==> config.mk <==
export PLATFORM = sky130hd
export DESIGN_NAME = thread_ctrl_top
export DESIGN_NICKNAME = d
export VERILOG_FILES = /design/src/verilog/thread_ctrl_pkg.sv /design/src/verilog/thread_ctrl_top.sv /design/src/verilog/interval_timer.sv /design/src/verilog/interrupt_controller.sv /design/src/verilog/io_bus_arbiter.sv
export VERILOG_INCLUDE_DIRS = /design/src /design/src/include
export SDC_FILE = /design/constraint.sdc
export NUM_CORES = 1
export LEC_CHECK = 0
export BUFFER_PORTS_ARGS = -buffer_cell sky130_fd_sc_hd__buf_2
export CAP_MARGIN = 20
export CORE_AREA = 3 3 138 167
export CTS_CLUSTER_DIAMETER = 30
export DETAILED_ROUTE_END_ITERATION = 16
export DIE_AREA = 0 0 141 170
export PLACE_DENSITY = 0.72
export REMOVE_ABC_BUFFERS = 1
export SYNTH_ARGS = -nofsm -noshare
export SYNTH_HDL_FRONTEND = slang
export SYNTH_HIERARCHICAL = 1
export SYNTH_SLANG_ARGS = --single-unit
export TNS_END_PERCENT = 1
==> constraint.sdc <==
create_clock -name clk -period 5.1 [get_ports clk]
set_clock_uncertainty 0.2 [all_clocks]
set_input_delay 1.275 -clock clk [delete_from_list [all_inputs] [get_ports clk]]
set_output_delay 1.275 -clock clk [all_outputs]
set_load 0.01 [all_outputs]
==> src/include/thread_ctrl_defines.svh <==
// Thread control subsystem parameters
// Thread and interrupt source counts, IO bus widths and register windows

`ifndef THREAD_CTRL_DEFINES_SVH
`define THREAD_CTRL_DEFINES_SVH

// Hardware threads in the cluster
`define TOTAL_THREADS 4

// Interrupt sources, source 0 is the interval timer
`define INT_SOURCES 4

// IO bus widths
`define IO_ADDR_WIDTH 8
`define IO_DATA_WIDTH 32

// Each slave owns a 32 byte window
`define IO_WINDOW_BITS 5

// Window base addresses
`define IC_BASE 8'h00
`define TIMER_BASE 8'h20

`endif
==> src/verilog/thread_ctrl_pkg.sv <==
// Thread control package
// Wishbone bundles, register map, arbiter state and interrupt id type

`include "thread_ctrl_defines.svh"

package thread_ctrl_pkg;

	// Wishbone classic master to slave bundle
	typedef struct packed {
		logic cyc;
		logic stb;
		logic we;
		logic [`IO_ADDR_WIDTH-1:0] adr;
		logic [`IO_DATA_WIDTH-1:0] dat;
	} wb_req_t;

	// Slave to master bundle
	typedef struct packed {
		logic ack;
		logic [`IO_DATA_WIDTH-1:0] dat;
	} wb_rsp_t;

	// Register offsets, each value is its window base plus the offset
	typedef enum logic [`IO_ADDR_WIDTH-1:0] {
		REG_RESUME    = `IC_BASE + 8'h00,
		REG_HALT      = `IC_BASE + 8'h04,
		REG_THREAD_EN = `IC_BASE + 8'h08,
		REG_ROUTE     = `IC_BASE + 8'h0C,
		REG_PENDING   = `IC_BASE + 8'h10,
		TMR_PERIOD    = `TIMER_BASE + 8'h00,
		TMR_CTRL      = `TIMER_BASE + 8'h04
	} io_reg_e;

	typedef enum logic [1:0] {GRANT_NONE, GRANT_HOST, GRANT_CORE} grant_e;

	typedef logic [1:0] interrupt_id_t;

endpackage

==> src/verilog/thread_ctrl_top.sv <==
// Thread control subsystem top level
// Arbiter shares the IO bus between host and cores, timer feeds source 0

`include "thread_ctrl_defines.svh"

module thread_ctrl_top import thread_ctrl_pkg::*;
(
	input logic clk,
	input logic reset,
	input wb_req_t host_req,
	output wb_rsp_t host_rsp,
	input wb_req_t core_req,
	output wb_rsp_t core_rsp,
	input logic [`INT_SOURCES-2:0] ext_irq,
	input logic [`TOTAL_THREADS-1:0] interrupt_ack,
	output logic [`TOTAL_THREADS-1:0] thread_en,
	output logic [`TOTAL_THREADS-1:0] interrupt_pending,
	output interrupt_id_t [`TOTAL_THREADS-1:0] interrupt_id,
	output logic processor_halt
);

	// Shared slave side of the IO bus
	wb_req_t slave_req;
	wb_rsp_t ic_rsp;
	wb_rsp_t tmr_rsp;
	logic ic_stb;
	logic tmr_stb;
	logic tick;

	io_bus_arbiter arbiter (
		.clk(clk),
		.reset(reset),
		.host_req(host_req),
		.host_rsp(host_rsp),
		.core_req(core_req),
		.core_rsp(core_rsp),
		.slave_req(slave_req),
		.ic_stb(ic_stb),
		.tmr_stb(tmr_stb),
		.ic_rsp(ic_rsp),
		.tmr_rsp(tmr_rsp)
	);

	// Timer tick sits below the external lines as source 0
	interrupt_controller ic (
		.clk(clk),
		.reset(reset),
		.bus_req(slave_req),
		.bus_stb(ic_stb),
		.bus_rsp(ic_rsp),
		.irq({ext_irq, tick}),
		.thread_en(thread_en),
		.interrupt_pending(interrupt_pending),
		.interrupt_id(interrupt_id),
		.processor_halt(processor_halt),
		.interrupt_ack(interrupt_ack)
	);

	interval_timer timer (
		.clk(clk),
		.reset(reset),
		.bus_req(slave_req),
		.bus_stb(tmr_stb),
		.bus_rsp(tmr_rsp),
		.tick(tick)
	);

endmodule

==> src/verilog/interval_timer.sv <==
// Interval timer
// Periodic counter that pulses tick every period+1 cycles while enabled

`include "thread_ctrl_defines.svh"

module interval_timer import thread_ctrl_pkg::*;
(
	input logic clk,
	input logic reset,
	input wb_req_t bus_req,
	input logic bus_stb,
	output wb_rsp_t bus_rsp,
	output logic tick
);

	logic [`IO_DATA_WIDTH-1:0] period;
	logic [`IO_DATA_WIDTH-1:0] count;
	logic enable;
	logic ack;
	logic period_write;
	logic [`IO_DATA_WIDTH-1:0] rd_data;

	assign period_write = bus_stb && bus_req.we && !ack && bus_req.adr == TMR_PERIOD;

	always_ff @(posedge clk, posedge reset)
	begin
		if (reset)
		begin
			period <= '0;
			enable <= 1'b0;
			ack <= 1'b0;
		end
		else
		begin
			ack <= bus_stb && !ack;
			if (period_write)
				period <= bus_req.dat;
			if (bus_stb && bus_req.we && !ack && bus_req.adr == TMR_CTRL)
				enable <= bus_req.dat[0];
		end
	end

	// Counter restarts on a period write, idles at zero while disabled
	always_ff @(posedge clk, posedge reset)
	begin
		if (reset)
		begin
			count <= '0;
			tick <= 1'b0;
		end
		else if (!enable || period_write)
		begin
			count <= '0;
			tick <= 1'b0;
		end
		else if (count == period)
		begin
			count <= '0;
			tick <= 1'b1;
		end
		else
		begin
			count <= count + 1'b1;
			tick <= 1'b0;
		end
	end

	always_ff @(posedge clk)
	begin
		if (bus_stb && !ack)
			rd_data <= (bus_req.adr == TMR_PERIOD) ? period
				: (bus_req.adr == TMR_CTRL) ? `IO_DATA_WIDTH'(enable) : '0;
	end

	assign bus_rsp.ack = ack;
	assign bus_rsp.dat = rd_data;

endmodule

==> src/verilog/interrupt_controller.sv <==
// Interrupt controller
// Thread enable mask, edge-latched sources and per-thread routed dispatch

`include "thread_ctrl_defines.svh"

module interrupt_controller import thread_ctrl_pkg::*;
(
	input logic clk,
	input logic reset,
	input wb_req_t bus_req,
	input logic bus_stb,
	output wb_rsp_t bus_rsp,
	input logic [`INT_SOURCES-1:0] irq,
	output logic [`TOTAL_THREADS-1:0] thread_en,
	output logic [`TOTAL_THREADS-1:0] interrupt_pending,
	output interrupt_id_t [`TOTAL_THREADS-1:0] interrupt_id,
	output logic processor_halt,
	input logic [`TOTAL_THREADS-1:0] interrupt_ack
);

	localparam int THREAD_BITS = $clog2(`TOTAL_THREADS);

	// Target thread per source
	logic [`INT_SOURCES-1:0][THREAD_BITS-1:0] route;
	logic [`INT_SOURCES-1:0] irq_prev;
	logic [`INT_SOURCES-1:0] latched;
	logic [`INT_SOURCES-1:0] dispatch_clear;
	logic [`TOTAL_THREADS-1:0] dispatch_valid;
	interrupt_id_t [`TOTAL_THREADS-1:0] dispatch_id;
	logic ack;
	logic bus_write;
	logic [`IO_DATA_WIDTH-1:0] rd_data;

	// A write takes effect once, in the cycle its ack is raised
	assign bus_write = bus_stb && bus_req.we && !ack;

	always_ff @(posedge clk, posedge reset)
	begin
		if (reset)
		begin
			// Thread 0 runs out of reset
			thread_en <= `TOTAL_THREADS'(1);
			route <= '0;
			ack <= 1'b0;
		end
		else
		begin
			ack <= bus_stb && !ack;
			if (bus_write)
			begin
				case (bus_req.adr)
					REG_RESUME:
						thread_en <= thread_en | bus_req.dat[`TOTAL_THREADS-1:0];
					REG_HALT:
						thread_en <= thread_en & ~bus_req.dat[`TOTAL_THREADS-1:0];
					REG_ROUTE:
						route <= bus_req.dat[`INT_SOURCES*THREAD_BITS-1:0];
					default:
						;
				endcase
			end
		end
	end

	// Halt once every thread is stopped
	assign processor_halt = thread_en == '0;

	// Read data captured with the ack
	always_ff @(posedge clk)
	begin
		if (bus_stb && !ack)
		begin
			case (bus_req.adr)
				REG_THREAD_EN: rd_data <= `IO_DATA_WIDTH'(thread_en);
				REG_ROUTE: rd_data <= `IO_DATA_WIDTH'(route);
				REG_PENDING: rd_data <= `IO_DATA_WIDTH'(latched);
				default: rd_data <= '0;
			endcase
		end
	end

	assign bus_rsp.ack = ack;
	assign bus_rsp.dat = rd_data;

	// Per thread, lowest latched source routed to it
	always_comb
	begin
		dispatch_valid = '0;
		dispatch_id = '0;
		dispatch_clear = '0;
		for (int t = 0; t < `TOTAL_THREADS; t++)
		begin
			// Disabled or busy threads leave their sources latched
			if (thread_en[t] && !interrupt_pending[t])
			begin
				// Scan downward so the lowest match is kept
				for (int s = `INT_SOURCES - 1; s >= 0; s--)
				begin
					if (latched[s] && route[s] == THREAD_BITS'(t))
					begin
						dispatch_valid[t] = 1'b1;
						dispatch_id[t] = interrupt_id_t'(s);
					end
				end
				if (dispatch_valid[t])
					dispatch_clear[dispatch_id[t]] = 1'b1;
			end
		end
	end

	always_ff @(posedge clk, posedge reset)
	begin
		if (reset)
		begin
			irq_prev <= '0;
			latched <= '0;
			interrupt_pending <= '0;
			interrupt_id <= '0;
		end
		else
		begin
			irq_prev <= irq;
			// Fresh edge wins over a clear in the same cycle
			latched <= (latched & ~dispatch_clear) | (irq & ~irq_prev);
			for (int t = 0; t < `TOTAL_THREADS; t++)
			begin
				if (dispatch_valid[t])
				begin
					interrupt_pending[t] <= 1'b1;
					interrupt_id[t] <= dispatch_id[t];
				end
				else if (interrupt_ack[t])
					interrupt_pending[t] <= 1'b0;
			end
		end
	end

endmodule

==> src/verilog/io_bus_arbiter.sv <==
// IO bus arbiter
// Round-robin grant between host and core masters, window decode to two slaves

`include "thread_ctrl_defines.svh"

module io_bus_arbiter import thread_ctrl_pkg::*;
(
	input logic clk,
	input logic reset,
	input wb_req_t host_req,
	output wb_rsp_t host_rsp,
	input wb_req_t core_req,
	output wb_rsp_t core_rsp,
	output wb_req_t slave_req,
	output logic ic_stb,
	output logic tmr_stb,
	input wb_rsp_t ic_rsp,
	input wb_rsp_t tmr_rsp
);

	localparam logic [`IO_ADDR_WIDTH-1:0] IC_ADDR = `IC_BASE;
	localparam logic [`IO_ADDR_WIDTH-1:0] TMR_ADDR = `TIMER_BASE;

	grant_e grant;
	grant_e next_grant;
	// Set when the core port held the last grant
	logic last_core;
	logic owner_busy;
	logic ic_win;
	logic tmr_win;
	logic access;
	logic dflt_ack;
	wb_rsp_t sel_rsp;

	// Owner keeps the bus until it lets go of cyc
	assign owner_busy = (grant == GRANT_HOST && host_req.cyc)
		|| (grant == GRANT_CORE && core_req.cyc);

	always_comb
	begin
		next_grant = grant;
		if (!owner_busy)
		begin
			// Both asking, the one not served last goes first
			if (host_req.cyc && core_req.cyc)
				next_grant = last_core ? GRANT_HOST : GRANT_CORE;
			else if (host_req.cyc)
				next_grant = GRANT_HOST;
			else if (core_req.cyc)
				next_grant = GRANT_CORE;
			else
				next_grant = GRANT_NONE;
		end
	end

	always_ff @(posedge clk, posedge reset)
	begin
		if (reset)
		begin
			grant <= GRANT_NONE;
			last_core <= 1'b0;
		end
		else
		begin
			grant <= next_grant;
			if (next_grant == GRANT_HOST)
				last_core <= 1'b0;
			else if (next_grant == GRANT_CORE)
				last_core <= 1'b1;
		end
	end

	// Shared slave bus carries only the owner's request
	assign slave_req = (grant == GRANT_HOST) ? host_req
		: (grant == GRANT_CORE) ? core_req : '0;

	// Window decode on the upper address bits
	assign ic_win = slave_req.adr[`IO_ADDR_WIDTH-1:`IO_WINDOW_BITS]
		== IC_ADDR[`IO_ADDR_WIDTH-1:`IO_WINDOW_BITS];
	assign tmr_win = slave_req.adr[`IO_ADDR_WIDTH-1:`IO_WINDOW_BITS]
		== TMR_ADDR[`IO_ADDR_WIDTH-1:`IO_WINDOW_BITS];
	assign access = slave_req.cyc && slave_req.stb;
	assign ic_stb = access && ic_win;
	assign tmr_stb = access && tmr_win;

	// Unmapped address still completes, one ack per access
	always_ff @(posedge clk, posedge reset)
	begin
		if (reset)
			dflt_ack <= 1'b0;
		else
			dflt_ack <= access && !ic_win && !tmr_win && !dflt_ack;
	end

	// Pick the answering slave, unmapped reads return zero
	always_comb
	begin
		sel_rsp.ack = ic_rsp.ack || tmr_rsp.ack || dflt_ack;
		if (ic_win)
			sel_rsp.dat = ic_rsp.dat;
		else if (tmr_win)
			sel_rsp.dat = tmr_rsp.dat;
		else
			sel_rsp.dat = '0;
	end

	// Only the grant owner sees the response
	assign host_rsp = (grant == GRANT_HOST) ? sel_rsp : '0;
	assign core_rsp = (grant == GRANT_CORE) ? sel_rsp : '0;

endmodule

Word level (Yosys, flattened, before mapping):

Cells that the tools add are included.

* add/sub/neg operators: 1
* $lt $le $gt $ge: 8
* eq/ne operators: 24
* multiplexer cells: 93
* bitwise logic cells: 11
* reductions and logical operators: 70

Operator list (number)
* 2-to-1 mux 32 bit: 5
* 2-to-1 mux 43 bit: 2
* 2-to-1 mux 33 bit: 2
* 2-to-1 mux 2 bit: 29
* logical AND 1 bit: 41
* 2-to-1 mux 1 bit: 41
* adder 32 x 1 -> 32 bit (second input constant): 1
* == test 32 bit: 1
* 2-to-1 mux 4 bit: 8
* case mux 8 bit (3 select lines): 1
* == test 2 bit (second input constant): 10
* bitwise OR 4 bit: 5
* == test 8 x 4 -> 1 bit (second input constant): 2
* == test 8 x 6 -> 1 bit (second input constant): 2
* bitwise AND 4 bit: 3
* == test 2 x 1 -> 1 bit (second input constant): 6
* < comparator 2 x 3 -> 1 bit (second input constant): 4
* inverter 4 bit: 3
* nonzero test 2 bit: 6
* logical NOT 1 bit: 10
* demux 1 bit (select 2 bit): 4
* == test 8 x 3 -> 1 bit (second input constant): 1
* == test 8 x 5 -> 1 bit (second input constant): 1
* greater-or-equal comparator 2 x 1 -> 1 bit (second input constant): 4
* other kinds (8): 15

* register bits: 168
* input bits: 95
* output and inout port bits: 83
* logic and storage cells: 233

Longest topological paths before layout:

* depth in word-level cells: 25
* depth in mapped cells: 11
* gate-level depth less buffers: 8

Cells and area by module:

The synthesis kept the hierarchy.

By module, submodules not included
* interval_timer: times used 1, cells each 347, area an instance 4426.7 µm², sequential area each 2637.5 µm²
* interrupt_controller: times used 1, cells each 209, area an instance 2179.6 µm², sequential area each 1067.3 µm²
* io_bus_arbiter: times used 1, cells each 319, area an instance 1951.9 µm², sequential area each 100.1 µm²

Worst setup path after synthesis:

No wires, ideal clock.

* path kind: input -> register
* start point: input port host_req[37] (netlist bit)
* end point: register timer.period[5]
* setup time: 128 ps
* arrival: 4562 ps
* data required time: 4772 ps
* slack: 211 ps
* cell stages on the path: 9
* buffers on the path: 3
* path through: nand3b_1 -> and2_1 -> buf_2 -> buf_6 -> nor3_1 -> nor2b_1 -> nand4b_2 -> buf_2 -> mux2_1

* cells in the longest elaborated chain, start to end: 6
* elaborated cells on any way between the ends: 7
* those cells by class: eq/ne (2); mux (1); reduce/logical (4)

Ends and longest elaborated chain
* start: declaration: line thread_ctrl_top.sv:10 `input wb_req_t host_req,`
* 2-to-1 mux 43 bit: line io_bus_arbiter.sv:74 `assign slave_req = (grant == GRANT_HOST) ? host_req`
* == test 3 x 1 -> 1 bit: line io_bus_arbiter.sv:80 `` assign tmr_win = slave_req.adr[`IO_ADDR_WIDTH-1:`IO_WINDOW_BITS] ``
* logical AND 1 bit: line io_bus_arbiter.sv:84 `assign tmr_stb = access && tmr_win;`
* via tmr_stb: line thread_ctrl_top.sv:27 `logic tmr_stb;`
* logical AND 1 bit (3 in series): line interval_timer.sv:23 `assign period_write = bus_stb && bus_req.we && !ack && bus_req.adr == TMR_PERIOD;`
* end signal: assignment: line interval_timer.sv:37 `period <= bus_req.dat;`
* end: declaration: line interval_timer.sv:16 `` logic [`IO_DATA_WIDTH-1:0] period; ``

The timed path passes the listed nets, and every way through them passes these cells.
A chain may end at the register's enable or synchronous reset.

==> flow_summary.json <==
{
  "cp_slowest_cell": "and2_2",
  "hold_viol": 0,
  "cpLargestDelayFamily": "simple AND/OR/NAND/NOR gates",
  "hold_depth": 0,
  "antenna_left": 0,
  "syn_avg_cell_area_um2": 9.80,
  "power_density_nw_per_um2": 283,
  "synth_area_um2": 8540,
  "clk_pin_slew_ns": 0.06,
  "status": "complete, no violations",
  "initial_core_util_pct": 39.5,
  "cts_root_buf": "clkbuf_16",
  "clock_latency_ns": 0.42,
  "reg2reg_from": "arbiter/grant[0]",
  "numPortBuffers": 177,
  "setup_viol": 0,
  "dp_slack_ns": 0.823,
  "fillers": 1978,
  "yosys_warnings": 6,
  "cp_data_arrival_time_ns": 2.82,
  "tns_ns": 0,
  "hold_path_end": "ic/irq_prev[0]",
  "n_antenna_cell": 0,
  "ir_worst_vdd_mv": 0.199,
  "overflow": 0,
  "io_pins": 178,
  "dieArea_um2": 24000,
  "cpMostUsedCell": "buf_2",
  "clockBufferDepth": 2,
  "first_pass_iters": 5,
  "endpoint_kind": "output port",
  "reg2reg_slack_ns": 1.50,
  "required_ns": 3.62,
  "core_area_um2": 21600,
  "tightest_slew_ns": 1.03,
  "max_freq_mhz": 233,
  "cts_inserted_buffers": 17,
  "worstSetupStartpoint": "core_req[37]",
  "hold_path_class": "flop to flop",
  "drc": 0,
  "crit_buf_inv": 3,
  "period_share_pct": 84.3,
  "criticalPathCategory": "input pin to output port",
  "viasPerCell": 5.54,
  "holdBufCountCts": 0,
  "hold_path.startpoint": "timer/tick",
  "syn_inst": 871,
  "path_cells": "buf_2 > nand3b_1 > and2_2 > buf_4 > o21ai_1 > buf_2",
  "dpl.hpwl_um": 16900,
  "r2r_cells": 8,
  "rsz0062_at_grt": "false",
  "clock-sinks": 144,
  "grt_max_degree": 65,
  "cts_tree": "yes",
  "nets": 1113,
  "groute.usage.overall_pct": 19.3,
  "min_period_ns": 4.30,
  "die_w_um": 141,
  "place_inst": 1271,
  "grt_antenna_before_repair": 0,
  "worst_slack_ns": 0.801,
  "cts_resized": 0,
  "gp_congestion": 0.878,
  "drt-wirelength-per-cell_um": 17.9,
  "grt_pass1_wl_um": 36600,
  "syn_to_final_growth_pct": 17.3,
  "htreeDepth": 4,
  "drive_gt1_share_pct": 28.3,
  "crit_fanout": 36,
  "p_leak_nw": 4.67,
  "report.final.slew_viol_count": 0,
  "first_iter_violations": 587,
  "final_cells": 1303,
  "wirelength_um": 23300,
  "maxCapViolCount": 0,
  "max_slew_margin_pct": 31.4,
  "cp-start-kind": "input pin",
  "worstReg2RegEnd": "timer/period[24]",
  "postCtsSetupBuffers": 0,
  "rows": 59,
  "slowest_delay_ns": 0.64,
  "dpl_cell_area_um2": 9460,
  "grt_pass1_vias": 6927,
  "die_y_um": 170,
  "stdcell_area_um2": 10000,
  "vias": 7213
}
-- layout by cell type, fill, tap and decap left out, drive strengths merged, types with 40 or more instances in the layout --
cell	n
a22o	40
buf	191
dfrtp	103
edfxtp	40
mux2	41
nand2	94
nand4	78
nor2	44
o21ai	79
xor2	55
-- report_power, final --
| group | switching [mW] | internal (mW) | leakage (nW) |
|---|---|---|---|
| logic | 0.273 | 0.152 | 2.58 |
| clock network | 0.479 | 0.685 | 0.266 |
| registers | 0.0351 | 1.21 | 1.82 |
| total | 0.787 | 2.05 | 4.67 |
-- worst reg2reg max path, delay by kind of cell (launching register included) --
kind	cells	cell delay (ns)
buf+inv	2	0.67
mux	1	0.36
compound gates	1	0.39
flops	1	0.60
simple gates	4	1.27
-- final cells by class --
class                           instances  area [um^2]  area share (%)
Clock inverter                         12          111            1.11
Clock buffer                           20          447            4.46
Tap cell                              274          343            3.42
Sequential cell                       144         3800            38.0
Timing Repair Buffer                  191         1020            10.1
Multi-Input combinational cell        645         4230            42.2
Inverter                               17         63.8           0.637
-- sequential cells by signal, indices dropped and copies added (netlist names), named ones only --
signal                count
arbiter/dflt_ack          1
arbiter/grant             2
arbiter/last_core         1
ic/ack                    1
ic/interrupt_id           8
ic/interrupt_pending      4
ic/irq_prev               4
ic/latched                4
ic/rd_data                8
ic/route                  8
timer/ack                 1
timer/count              32
timer/enable              1
timer/period             32
timer/rd_data            32
timer/tick                1
-- stage by stage --
step                      utilization [%]  hold slack, ns  total power, mW
after floorplan                         -           0.154             1.51
after global placement               43.7           0.157             1.69
after detailed placement             43.7           0.171             1.69
after CTS                            46.3           0.177             2.85
after global routing                 46.3           0.200             2.95
final                                46.3           0.173             2.84
-- metal layers --
metal	global-route usage (%)	wire length, um
met3	3.91	1280
met2	32.7	11600
met1	24.0	9550
met5	0	0
met4	8.01	841
-- how the worst max path moves through the flow --
stage | to | slack [ns] | depth (start not counted)
6_report | host_rsp[30] | 0.80 | 6
5_1_grt | host_rsp[17] | 0.70 | 6
4_1_cts | host_rsp[17] | 0.83 | 6
3_5_place_dp | host_rsp[17] | 0.82 | 6
3_3_place_gp | core_rsp[21] | 0.91 | 6
2_1_floorplan | timer/count[10] | -2.51 | 7
(Power assumes the default switching activity.)
